File: src/s86_cfg.svh
`ifndef S86_CFG_SVH
`define S86_CFG_SVH

////////////////////
// Horizontal raster
////////////////////

// Visible pixels, then whole line in clocks
`define S86_H_ACTIVE 48
`define S86_H_TOTAL 64
// Line sync pulse window
`define S86_H_SYNC_START 52
`define S86_H_SYNC_LEN 4

////////////////////
// Vertical raster
////////////////////

// Visible lines, then whole frame in lines
`define S86_V_ACTIVE 32
`define S86_V_TOTAL 40
// Frame sync pulse window, in lines
`define S86_V_SYNC_START 34
`define S86_V_SYNC_LEN 2

// Counter position to RGB out, in clocks
`define S86_PIPE_DEPTH 4
// Bits per colour component
`define S86_COMPONENT_DEPTH 4

// Layer priorities, larger value drawn on top
`define S86_BG_PRIORITY 2
`define S86_FG_PRIORITY 3

`endif

File: src/s86_pkg.sv
`default_nettype none

`include "s86_cfg.svh"

package s86_pkg;

	// Current raster counter position
	typedef struct packed {
		logic [6:0] hcount;
		logic [5:0] vcount;
	} raster_pos_t;

	// Sync and blank strobes, all active low
	typedef struct packed {
		logic hsync_n;
		logic vsync_n;
		logic hblank_n;
		logic vblank_n;
	} video_sync_t;

	// Tile-map word as stored in the tile SRAM
	typedef struct packed {
		logic [7:0] code;
		logic [3:0] palette;
		logic [3:0] unused;
	} tile_entry_t;

	// Layer pixel, index 0 is transparent
	typedef struct packed {
		logic [3:0] palette;
		logic [3:0] index;
	} layer_pixel_t;

	// Final colour
	typedef struct packed {
		logic [`S86_COMPONENT_DEPTH-1:0] red;
		logic [`S86_COMPONENT_DEPTH-1:0] green;
		logic [`S86_COMPONENT_DEPTH-1:0] blue;
	} rgb_t;

endpackage

`default_nettype wire

File: src/s86_layer_mixer.sv
`default_nettype none

`include "s86_cfg.svh"

module s86_layer_mixer (
	input  wire                   clk,
	input  wire                   arst_n,
	input  wire s86_pkg::layer_pixel_t bg,
	input  wire s86_pkg::layer_pixel_t fg,
	input  wire [1:0]             layer_enable,
	output s86_pkg::layer_pixel_t pixel
);

	import s86_pkg::*;

	// Fixed layer order from the priority values
	localparam bit FG_ON_TOP = (`S86_FG_PRIORITY > `S86_BG_PRIORITY);

	// Visible means enabled and not transparent
	logic bg_opaque;
	logic fg_opaque;

	// Layers sorted by priority
	layer_pixel_t upper_px;
	layer_pixel_t lower_px;
	logic         upper_opaque;
	logic         lower_opaque;

	layer_pixel_t winner;

	// Bit 0 background, bit 1 foreground
	assign bg_opaque = layer_enable[0] && (bg.index != 4'd0);
	assign fg_opaque = layer_enable[1] && (fg.index != 4'd0);

	assign upper_px = FG_ON_TOP ? fg : bg;
	assign lower_px = FG_ON_TOP ? bg : fg;
	assign upper_opaque = FG_ON_TOP ? fg_opaque : bg_opaque;
	assign lower_opaque = FG_ON_TOP ? bg_opaque : fg_opaque;

	always_comb begin
		if (upper_opaque) begin
			winner = upper_px;
		end else if (lower_opaque) begin
			winner = lower_px;
		end else begin
			// Backdrop, palette 0 entry 0
			winner = '0;
		end
	end

	always_ff @(posedge clk or negedge arst_n) begin
		if (!arst_n) begin
			pixel <= '0;
		end else begin
			pixel <= winner;
		end
	end

endmodule

`default_nettype wire

File: src/s86_palette.sv
`default_nettype none

`include "s86_cfg.svh"

module s86_palette (
	input  wire                   clk,
	input  wire                   arst_n,
	input  wire s86_pkg::layer_pixel_t pixel,
	input  wire                   blank_n,
	output logic [7:0]            rg_addr,
	input  wire [2*`S86_COMPONENT_DEPTH-1:0] rg_data,
	output logic [7:0]            b_addr,
	input  wire [`S86_COMPONENT_DEPTH-1:0]   b_data,
	output s86_pkg::rgb_t         rgb
);

	import s86_pkg::*;

	rgb_t rgb_next;

	// Both colour PROMs share the same 256 entry index
	assign rg_addr = {pixel.palette, pixel.index};
	assign b_addr = {pixel.palette, pixel.index};

	// Red in the low nibble, green in the high nibble
	assign rgb_next.red = rg_data[`S86_COMPONENT_DEPTH-1:0];
	assign rgb_next.green = rg_data[2*`S86_COMPONENT_DEPTH-1:`S86_COMPONENT_DEPTH];
	assign rgb_next.blue = b_data;

	////////////////////
	// Output register
	////////////////////

	// Black outside the visible area
	always_ff @(posedge clk or negedge arst_n) begin
		if (!arst_n) begin
			rgb <= '0;
		end else if (!blank_n) begin
			rgb <= '0;
		end else begin
			rgb <= rgb_next;
		end
	end

endmodule

`default_nettype wire

File: src/s86_tile_layer.sv
`default_nettype none

module s86_tile_layer (
	input  wire                   clk,
	input  wire                   arst_n,
	input  wire s86_pkg::raster_pos_t pos,
	input  wire [5:0]             scroll_x,
	output logic [5:0]            map_addr,
	input  wire [15:0]            map_data,
	output logic [13:0]           gfx_addr,
	input  wire [3:0]             gfx_data,
	output s86_pkg::layer_pixel_t pixel
);

	import s86_pkg::*;

	// Scrolled column, wraps on the 64 pixel map
	logic [5:0] col_x;
	// Row straight from the line counter
	logic [5:0] row_y;

	// Stage 1 registers
	tile_entry_t entry_q;
	logic [2:0]  fine_x_q;
	logic [2:0]  fine_y_q;

	////////////////////
	// Map fetch
	////////////////////

	// Only low six bits of hcount matter, line is 64 clocks
	assign col_x = pos.hcount[5:0] + scroll_x;
	assign row_y = pos.vcount;

	// 8x8 tiles, map is 8 rows of 8 tiles
	// Row select in upper bits, column in lower bits
	assign map_addr = {row_y[5:3], col_x[5:3]};

	// Map word comes back in the same clock
	// Fine offsets ride along for the graphics fetch
	always_ff @(posedge clk or negedge arst_n) begin
		if (!arst_n) begin
			entry_q <= '0;
			fine_x_q <= '0;
			fine_y_q <= '0;
		end else begin
			entry_q <= tile_entry_t'(map_data);
			fine_x_q <= col_x[2:0];
			fine_y_q <= row_y[2:0];
		end
	end

	////////////////////
	// Graphics fetch
	////////////////////

	// One nibble per pixel, 64 pixels per tile code
	// Code picks the tile, then row in tile, then pixel in row
	assign gfx_addr = {entry_q.code, fine_y_q, fine_x_q};

	// Pixel index joins the palette of its own tile
	// Index 0 passes through untouched, mixer treats it as see-through
	always_ff @(posedge clk or negedge arst_n) begin
		if (!arst_n) begin
			pixel <= '0;
		end else begin
			pixel.palette <= entry_q.palette;
			pixel.index <= gfx_data;
		end
	end

	// Two positions in flight here, map stage and graphics stage

endmodule

`default_nettype wire

File: src/s86_video.sv
`default_nettype none

`include "s86_cfg.svh"

module s86_video (
	input  wire                   clk,
	input  wire                   arst_n,
	input  wire [5:0]             bg_scroll_x,
	input  wire [5:0]             fg_scroll_x,
	input  wire [1:0]             layer_enable,
	output logic [5:0]            bg_map_addr,
	input  wire [15:0]            bg_map_data,
	output logic [13:0]           bg_gfx_addr,
	input  wire [3:0]             bg_gfx_data,
	output logic [5:0]            fg_map_addr,
	input  wire [15:0]            fg_map_data,
	output logic [13:0]           fg_gfx_addr,
	input  wire [3:0]             fg_gfx_data,
	output logic [7:0]            rg_addr,
	input  wire [2*`S86_COMPONENT_DEPTH-1:0] rg_data,
	output logic [7:0]            b_addr,
	input  wire [`S86_COMPONENT_DEPTH-1:0]   b_data,
	output s86_pkg::video_sync_t  vid_sync,
	output s86_pkg::rgb_t         vid_rgb
);

	import s86_pkg::*;

	raster_pos_t  pos;
	video_sync_t  sync;
	layer_pixel_t bg_pixel;
	layer_pixel_t fg_pixel;
	layer_pixel_t mix_pixel;
	logic         pal_blank_n;

	// Sync delay line, one stage per pipeline clock
	video_sync_t sync_dly [`S86_PIPE_DEPTH];

	s86_video_timing timing_i (
		.clk(clk), .arst_n(arst_n), .pos(pos), .sync(sync)
	);

	s86_tile_layer bg_layer_i (
		.clk(clk), .arst_n(arst_n), .pos(pos), .scroll_x(bg_scroll_x),
		.map_addr(bg_map_addr), .map_data(bg_map_data),
		.gfx_addr(bg_gfx_addr), .gfx_data(bg_gfx_data), .pixel(bg_pixel)
	);

	s86_tile_layer fg_layer_i (
		.clk(clk), .arst_n(arst_n), .pos(pos), .scroll_x(fg_scroll_x),
		.map_addr(fg_map_addr), .map_data(fg_map_data),
		.gfx_addr(fg_gfx_addr), .gfx_data(fg_gfx_data), .pixel(fg_pixel)
	);

	s86_layer_mixer mixer_i (
		.clk(clk), .arst_n(arst_n), .bg(bg_pixel), .fg(fg_pixel),
		.layer_enable(layer_enable), .pixel(mix_pixel)
	);

	// Blank taken one stage before the end, lines up with mixer output
	assign pal_blank_n = sync_dly[`S86_PIPE_DEPTH-2].hblank_n &
		sync_dly[`S86_PIPE_DEPTH-2].vblank_n;

	s86_palette palette_i (
		.clk(clk), .arst_n(arst_n), .pixel(mix_pixel), .blank_n(pal_blank_n),
		.rg_addr(rg_addr), .rg_data(rg_data), .b_addr(b_addr), .b_data(b_data),
		.rgb(vid_rgb)
	);

	////////////////////
	// Sync delay
	////////////////////

	// Reset state is syncs idle and blanked
	always_ff @(posedge clk or negedge arst_n) begin
		if (!arst_n) begin
			for (int i = 0; i < `S86_PIPE_DEPTH; i++) begin
				sync_dly[i] <= '{hsync_n: 1'b1, vsync_n: 1'b1, hblank_n: 1'b0, vblank_n: 1'b0};
			end
		end else begin
			sync_dly[0] <= sync;
			for (int i = 1; i < `S86_PIPE_DEPTH; i++) begin
				sync_dly[i] <= sync_dly[i-1];
			end
		end
	end

	assign vid_sync = sync_dly[`S86_PIPE_DEPTH-1];

endmodule

`default_nettype wire

File: src/s86_video_timing.sv
`default_nettype none

`include "s86_cfg.svh"

module s86_video_timing (
	input  wire                  clk,
	input  wire                  arst_n,
	output s86_pkg::raster_pos_t pos,
	output s86_pkg::video_sync_t sync
);

	import s86_pkg::*;

	logic        h_last;
	logic        v_last;
	raster_pos_t pos_next;
	video_sync_t sync_next;

	////////////////////
	// Counters
	////////////////////

	// End of line and end of frame
	assign h_last = (pos.hcount == 7'(`S86_H_TOTAL - 1));
	assign v_last = (pos.vcount == 6'(`S86_V_TOTAL - 1));

	always_comb begin
		pos_next = pos;
		if (h_last) begin
			pos_next.hcount = '0;
			// Line advances on horizontal wrap
			pos_next.vcount = v_last ? '0 : pos.vcount + 6'd1;
		end else begin
			pos_next.hcount = pos.hcount + 7'd1;
		end
	end

	////////////////////
	// Sync and blank
	////////////////////

	// Decoded from next position so registered strobes match registered counters
	always_comb begin
		sync_next.hblank_n = (pos_next.hcount < 7'(`S86_H_ACTIVE));
		sync_next.vblank_n = (pos_next.vcount < 6'(`S86_V_ACTIVE));
		// Low inside line sync window
		sync_next.hsync_n = !((pos_next.hcount >= 7'(`S86_H_SYNC_START)) &&
			(pos_next.hcount < 7'(`S86_H_SYNC_START + `S86_H_SYNC_LEN)));
		// Low inside frame sync window, whole lines
		sync_next.vsync_n = !((pos_next.vcount >= 6'(`S86_V_SYNC_START)) &&
			(pos_next.vcount < 6'(`S86_V_SYNC_START + `S86_V_SYNC_LEN)));
	end

	always_ff @(posedge clk or negedge arst_n) begin
		if (!arst_n) begin
			pos <= '0;
			// Position 0 is visible and outside both sync windows
			sync.hsync_n <= 1'b1;
			sync.vsync_n <= 1'b1;
			sync.hblank_n <= 1'b1;
			sync.vblank_n <= 1'b1;
		end else begin
			pos <= pos_next;
			sync <= sync_next;
		end
	end

endmodule

`default_nettype wire

File: config.mk
export PLATFORM = sky130hd
export DESIGN_NAME = s86_video
export DESIGN_NICKNAME = d
export VERILOG_FILES = /design/src/s86_pkg.sv /design/src/s86_layer_mixer.sv /design/src/s86_palette.sv /design/src/s86_tile_layer.sv /design/src/s86_video.sv /design/src/s86_video_timing.sv
export VERILOG_INCLUDE_DIRS = /design/src
export SDC_FILE = /design/constraint.sdc
export NUM_CORES = 1
export LEC_CHECK = 0
export ABC_CLOCK_PERIOD_IN_PS = 2870
export BUFFER_PORTS_ARGS = -buffer_cell sky130_fd_sc_hd__buf_4
export CAP_MARGIN = 20
export CORE_MARGIN = 1.5
export CORE_UTILIZATION = 36
export CTS_CLUSTER_DIAMETER = 30
export DETAILED_ROUTE_END_ITERATION = 6
export GPL_TIMING_DRIVEN = 0
export PLACE_DENSITY = 0.59
export SYNTH_ARGS = -nofsm -noshare
export SYNTH_HDL_FRONTEND = slang
export SYNTH_HIERARCHICAL = 1
export SYNTH_SLANG_ARGS = --single-unit
File: constraint.sdc
create_clock -name clk -period 2.87 [get_ports clk]
set_clock_uncertainty 0.1 [all_clocks]
set_input_delay 0.1435 -clock clk [delete_from_list [all_inputs] [get_ports clk]]
set_output_delay 0.1435 -clock clk [all_outputs]
set_load 0.02 [all_outputs]
==> impl_metrics.csv, run 1 <==
group,metric,value,unit
routing,wl_per_cell,12.5,µm
worst_setup_path,crit_top_cell,"buf_4",
synthesis,synth_top_area_share,57.3,%
worst_setup_path,cp_max_fo,6,
grt,grt_usage,14.1,%
worst_setup_path,cpMaxStageDelayCell,"dfrtp_1",
grt,first_global_vias,2749,
pwr,powerDensity,522,nW/µm²
worst_setup_path,critical_path_class,"flop to output port",
place,hpwl,5240,µm
grt,grt_max_degree,64,
floorplan,core_area,10900,µm²
floorplan,ios,140,
synthesis,async_reset_ff_share,100,%
routing,vias,2626,
run,max_cap_violations,0,
worst_setup_path,critPathRequiredTime,2.63,ns
clock_network,hold_buffers,52,
synthesis,synthCells,283,
routing,routed_wl,7780,µm
worst_setup_path,worst_setup_path_start_kind,"flop",
finish,fin_cells,622,
synthesis,synth_top_area_cell,"dfrtp_1",
finish,drive_gt1_share,49.4,%
timing,slew_headroom,63.8,%
finish,area_growth,49.3,%
finish,diodes,0,
timing,fin_crit_sh,88.4,%
timing,period_minus_slack,2.54,ns
timing,fmax,394,MHz
floorplan,die_area,11900,µm²
worst_setup_path,path_cells,"ha_1 -> fa_1 -> a21o_2 -> a21oi_1 -> xnor2_1 -> buf_4 -> buf_4",
floorplan,die_w,109,µm
clock_network,cts.sinks,105,
timing,setup_tns,0,ns
clock_network,cts_buffers,9,
synthesis,post-synth-top-count-cell,"dfrtp_1",
timing,finalHoldViolations,0,
clock_network,htree_levels,3,
clock_network,clk_path_buf_depth,2,
synthesis,yosys-top-cells-area,"dfrtp_1, buf_4, dfstp_2",
synthesis,syn_nets,365,
synthesis,yosys_warnings,6,
place,routabilityCongestion,0.794,
synthesis,synth_flop_cell,"dfrtp_1",
routing,drc_errors,0,
worst_setup_path,end_kind,"output port",
place,placed_cells,554,
pwr,power.leakage,0.00293,µW
floorplan,fp-row-count,38,
floorplan,initial_core_util,37.2,%
routing,viasPerCell,4.22,
routing,dr.pass1.iters,4,
synthesis,synth_cell_types,47,
routing,detail-route-antenna-nets,0,
hold_path,hp-class,"input port to flop",
grt,grt_overflow,0,
place,io_buffers,130,
pwr,irDropWorstVdd,0.306,mV
synthesis,synth.ff_latch_count,105,
clock_network,clock_latency,0.34,ns
timing,setup_viol,0,
grt,grt_antenna_before_repair,0,
worst_setup_path,cp_num_buf_inv,2,
clock_network,cts_resized,0,
synthesis,ys_top_cells_by_count,"dfrtp_1, buf_4, dfstp_2, ha_1, nand2_1",
clock_network,clkTransAtPathRegs,0.07,ns
finish,nNetsFinal,559,
finish,fill_cells,928,
floorplan,die_y,109,µm
worst_setup_path,slowest_delay,0.46,ns
synthesis,syn_avg_cell_area,14.4,µm²
timing,final-max-slew-violation-count,0,
clock_network,cts_tree,"built",
worst_setup_path,arrival,2.29,ns
routing,initialDrtViolationCount,50,
synthesis,synth-seq-area-share,65.0,%
timing,worstMarginPinSlew,0.543,ns
clock_network,cts_root_buf,"clkbuf_16",
clock_network,postCtsSetupBuffers,0,
synthesis,synth-edff-count,0,
worst_setup_path,path_delay_family,"adder cells",
status,status,"complete, no violations",
timing,rsz0062_at_grt,"false",
grt,grt_pass1_wl,12800,µm
synthesis,syn_area,4060,µm²
## where the power goes
part | switching, µW | total, µW | internal, µW
Sequential | 18.9 | 1550 | 1530
Clock | 506 | 1210 | 701
Combinational | 174 | 410 | 236
Total | 699 | 3170 | 2470
## per-stage QoR
stage	hold WS (ns)	total power (µW)	cell area [µm²]	setup slack, ns	utilization, %
floorplan	-0.252	1750	4060	0.911	-
global placement	0.153	1920	5210	0.706	47.7
detailed placement	0.0674	1930	5240	0.662	47.9
CTS	0.0632	3220	6070	0.280	55.5
global route	0.0883	3320	6070	0.178	55.5
finish	0.0792	3170	6070	0.333	55.5
## logic make-up after synthesis
family	after synthesis	synth area share [%]
adders and majority gates	14	4.68
AOI/OAI and AO/OA	35	7.08
DFF	105	65.0
and+or+nand+nor	51	8.72
buffers and inverters	63	11.2
xor gates and xnor gates	14	3.02
muxes	1	0.277
## placed cells by master, fill, tap and decap left out, drive strengths merged, types with 5 or more instances in the layout
cell         instances
xnor2                8
nand4                5
a21oi                7
dfstp               12
nand2               11
and2                13
xor2                 6
clkbuf              10
dfrtp               93
ha                  12
nand3                6
dlygate4sd3         52
o21ai                9
inv                 11
buf                184
## layout make-up
class / count / area (µm²) / share of cell area (%)
sequential: 105 / 2640 / 43.6
timing repair buffer: 183 / 1520 / 25.1
multi-input combinational: 115 / 966 / 15.9
buffer: 53 / 417 / 6.87
clock buffer: 10 / 239 / 3.94
tap: 140 / 175 / 2.89
clock inverter: 6 / 65.1 / 1.07
inverter: 10 / 37.5 / 0.619
## path summary, 6_finish.rpt
kind	startpoint	to	slack (ns)	depth (start not counted)
hold / removal	bg_scroll_x[2]	bg_layer_i/fine_x_q[2]	0.08	3
setup / recovery	timing_i/pos[6]	bg_map_addr[1]	0.33	7
min in group asynchronous	arst_n	mixer_i/pixel[4]	0.25	2
max in group asynchronous	arst_n	sync_dly[11]	1.69	3
hold reg to reg	sync_dly[9]	sync_dly[5]	0.24	0
setup reg to reg	timing_i/pos[7]	timing_i/sync[2]	0.75	6
## worst register-to-register path, cell delays in order (launching register included)
cell       delay [ns]
dfrtp_1          0.55
ha_1             0.27
nand3_2          0.12
buf_6            0.18
nor3_2           0.25
mux2_2           0.37
nand4bb_1        0.19
## layer usage
| metal | GRT usage, % | wire, µm | vias up | share of wire [%] |
|---|---|---|---|---|
| met4 | 6.12 | 127 | 0 | 1.6 |
| li1 | - | - | 1285 | - |
| met3 | 3.23 | 490 | 10 | 6.3 |
| met5 | 0 | 0 | - | 0 |
| met1 | 15.7 | 2950 | 1254 | 38 |
| met2 | 25.6 | 4210 | 77 | 54 |
## state kept, by name, indices dropped and copies added (netlist names), 8 cells and up
signal,cells
mixer_i/pixel,8
bg_layer_i/gfx_addr,8
fg_layer_i/pixel,8
timing_i/pos,13
bg_layer_i/pixel,8
fg_layer_i/gfx_addr,8
sync_dly,12
palette_i/rgb,12
Power figures use the tool's default switching activity.
==> inputs of run 2 (changes only) <==
- CORE_ASPECT_RATIO: unset -> 1.4
==> run 2 against run 1 <==
- combinational power about the same
- non-clock buffer count stayed put
- clock power rose by 5%
- register-to-register slack got worse by 0.05 ns
- wire length is 3.0% higher
==> impl_metrics.csv, run 2 (synthesis results as in run 1) <==
group,metric,value,unit
status,status,"complete, no violations",
hold_path,holdPathStages,3,
timing,finalHoldViolations,0,
grt,first_global_vias,2727,
finish,fin_cells,623,
timing,rsz0062_at_grt,"false",
clock_network,cts_tree,"built",
pwr,irDropWorstVdd,0.274,mV
floorplan,die_area,11900,µm²
finish,diodes,0,
routing,routed_wl,8010,µm
grt,grt_usage,13.9,%
floorplan,core_area,10900,µm²
grt,grt_max_degree,71,
clock_network,clock_latency,0.33,ns
hold_path,hp-class,"input port to flop",
finish,largest_reg_flops,13,
timing,worstMarginPinSlew,0.476,ns
floorplan,initial_core_util,37.2,%
grt,grt_pass1_wl,12800,µm
timing,setup_viol,0,
place,io_buffers,130,
routing,wl_per_cell,12.9,µm
finish,regMostFlops,"timing_i/pos",
floorplan,die_w,92.8,µm
pwr,power.leakage,0.00294,µW
finish,reg_top3,"timing_i/pos x13, palette_i/rgb x12, sync_dly x12",
finish,area_growth,49.7,%
timing,fin_crit_sh,89.0,%
clock_network,cts.sinks,105,
place,routabilityCongestion,0.769,
hold_path,hold_path.startpoint,"fg_scroll_x[2]",
place,hpwl,5690,µm
timing,fmax,391,MHz
clock_network,clk_path_buf_depth,2,
routing,vias,2686,
grt,grt_antenna_before_repair,0,
worst_setup_path,r2r_cells,6,
routing,dr.pass1.iters,4,
worst_setup_path,critical_path_class,"flop to output port",
grt,grt_overflow,0,
timing,setup_tns,0,ns
worst_setup_path,r2r_slack,0.70,ns
floorplan,fp-row-count,45,
timing,period_minus_slack,2.56,ns
finish,postLayoutCoreUtil,55.7,%
routing,drc_errors,0,
hold_path,whs_endpoint,"fg_layer_i/fine_x_q[2]",
routing,viasPerCell,4.31,
floorplan,die_y,129,µm
worst_setup_path,end_kind,"output port",
finish,nNetsFinal,559,
floorplan,ios,140,
worst_setup_path,critPathRequiredTime,2.63,ns
timing,slew_headroom,68.3,%
pwr,powerDensity,532,nW/µm²
worst_setup_path,r2r-end,"timing_i/sync[2]",
place,placed_cells,555,
routing,detail-route-antenna-nets,0,
clock_network,htree_levels,3,
clock_network,cts_resized,0,
timing,final-max-slew-violation-count,0,
worst_setup_path,worst_setup_path_start_kind,"flop",
worst_setup_path,arrival,2.31,ns
worst_setup_path,cp_max_fo,6,
run,max_cap_violations,0,
clock_network,clkTransAtPathRegs,0.07,ns
clock_network,cts_root_buf,"clkbuf_16",
finish,final_common_cell,"buf_4",
clock_network,cts_buffers,9,
finish,layout_common_cells,"buf_4, dfrtp_1, dlygate4sd3_1, ha_1, dfstp_2",
worst_setup_path,worstReg2RegStart,"timing_i/pos[7]",
routing,initialDrtViolationCount,57,
finish,drive_gt1_share,49.4,%
==> run 2: cell count changes in the layout (fill, tap and decap cells not counted) <==
cell,before,now
clkbuf_8,1,0
clkinv_2,2,0
clkinvlp_4,1,0
inv_12,0,1
inv_6,1,3
inv_8,0,1
==> run 2: cell type report <==
type | instances | area, µm²
Fill cell | 923 | 4840
Sequential cell | 105 | 2640
Timing Repair Buffer | 183 | 1520
Multi-Input combinational cell | 115 | 966
Buffer | 53 | 417
Clock buffer | 9 | 225
Tap cell | 141 | 176
Clock inverter | 7 | 92.6
Inverter | 10 | 37.5
==> run 2: layer usage <==
layer | share of wire [%] | global-route usage, % | vias to the layer above
li1 | - | - | 1296
met1 | 37 | 15.2 | 1288
met2 | 55 | 25.4 | 88
met3 | 5.3 | 3.31 | 14
met4 | 2.0 | 5.97 | 0
met5 | 0 | 0 | -
==> run 2: through the flow <==
| step | cell area [µm²] | hold slack [ns] | power, µW | worst slack, ns |
|---|---|---|---|---|
| 2_1_floorplan | 4060 | -0.252 | 1750 | 0.911 |
| 3_3_place_gp | 5220 | 0.153 | 1920 | 0.664 |
| 3_5_place_dp | 5240 | 0.0433 | 1940 | 0.659 |
| 4_1_cts | 6080 | 0.0679 | 3290 | 0.275 |
| 5_1_grt | 6080 | 0.0873 | 3390 | 0.171 |
| 6_report | 6080 | 0.0829 | 3230 | 0.314 |
==> run 2: how the worst max path moves through the flow <==
stage                               start             end  slack [ns]  depth (start not counted)
after global placement    timing_i/pos[6]  fg_map_addr[1]        0.66                          7
after CTS                 timing_i/pos[6]  fg_map_addr[1]        0.28                          7
final                     timing_i/pos[6]  fg_map_addr[1]        0.31                          7
after floorplan           timing_i/pos[6]  bg_map_addr[1]        0.91                          6
after detailed placement  timing_i/pos[6]  fg_map_addr[1]        0.66                          7
after global routing      timing_i/pos[6]  bg_map_addr[1]        0.17                          7
==> run 2: worst max-delay path, cell delays in order, from the launching register on <==
cell     delay [ns]
dfrtp_1        0.47
ha_1           0.29
fa_1           0.41
a21o_2         0.23
a21oi_1        0.19
xnor2_1        0.14
buf_4          0.12
buf_4          0.12
==> run 2: what timing repair did <==
| item | in CTS | in global routing |
|---|---|---|
| endpoints found under the hold margin | 91 | 0 |
| setup endpoints to repair | 0 | 0 |
| buffers inserted | 0 | 0 |
| hold buffers | 52 | 0 |
==> run 2: report_power, final <==
group	total (µW)	switching, µW	internal [µW]	leakage [µW]
clock	1270	570	705	0.000156
sequential	1550	17.8	1530	0.00123
combinational	412	176	236	0.00155
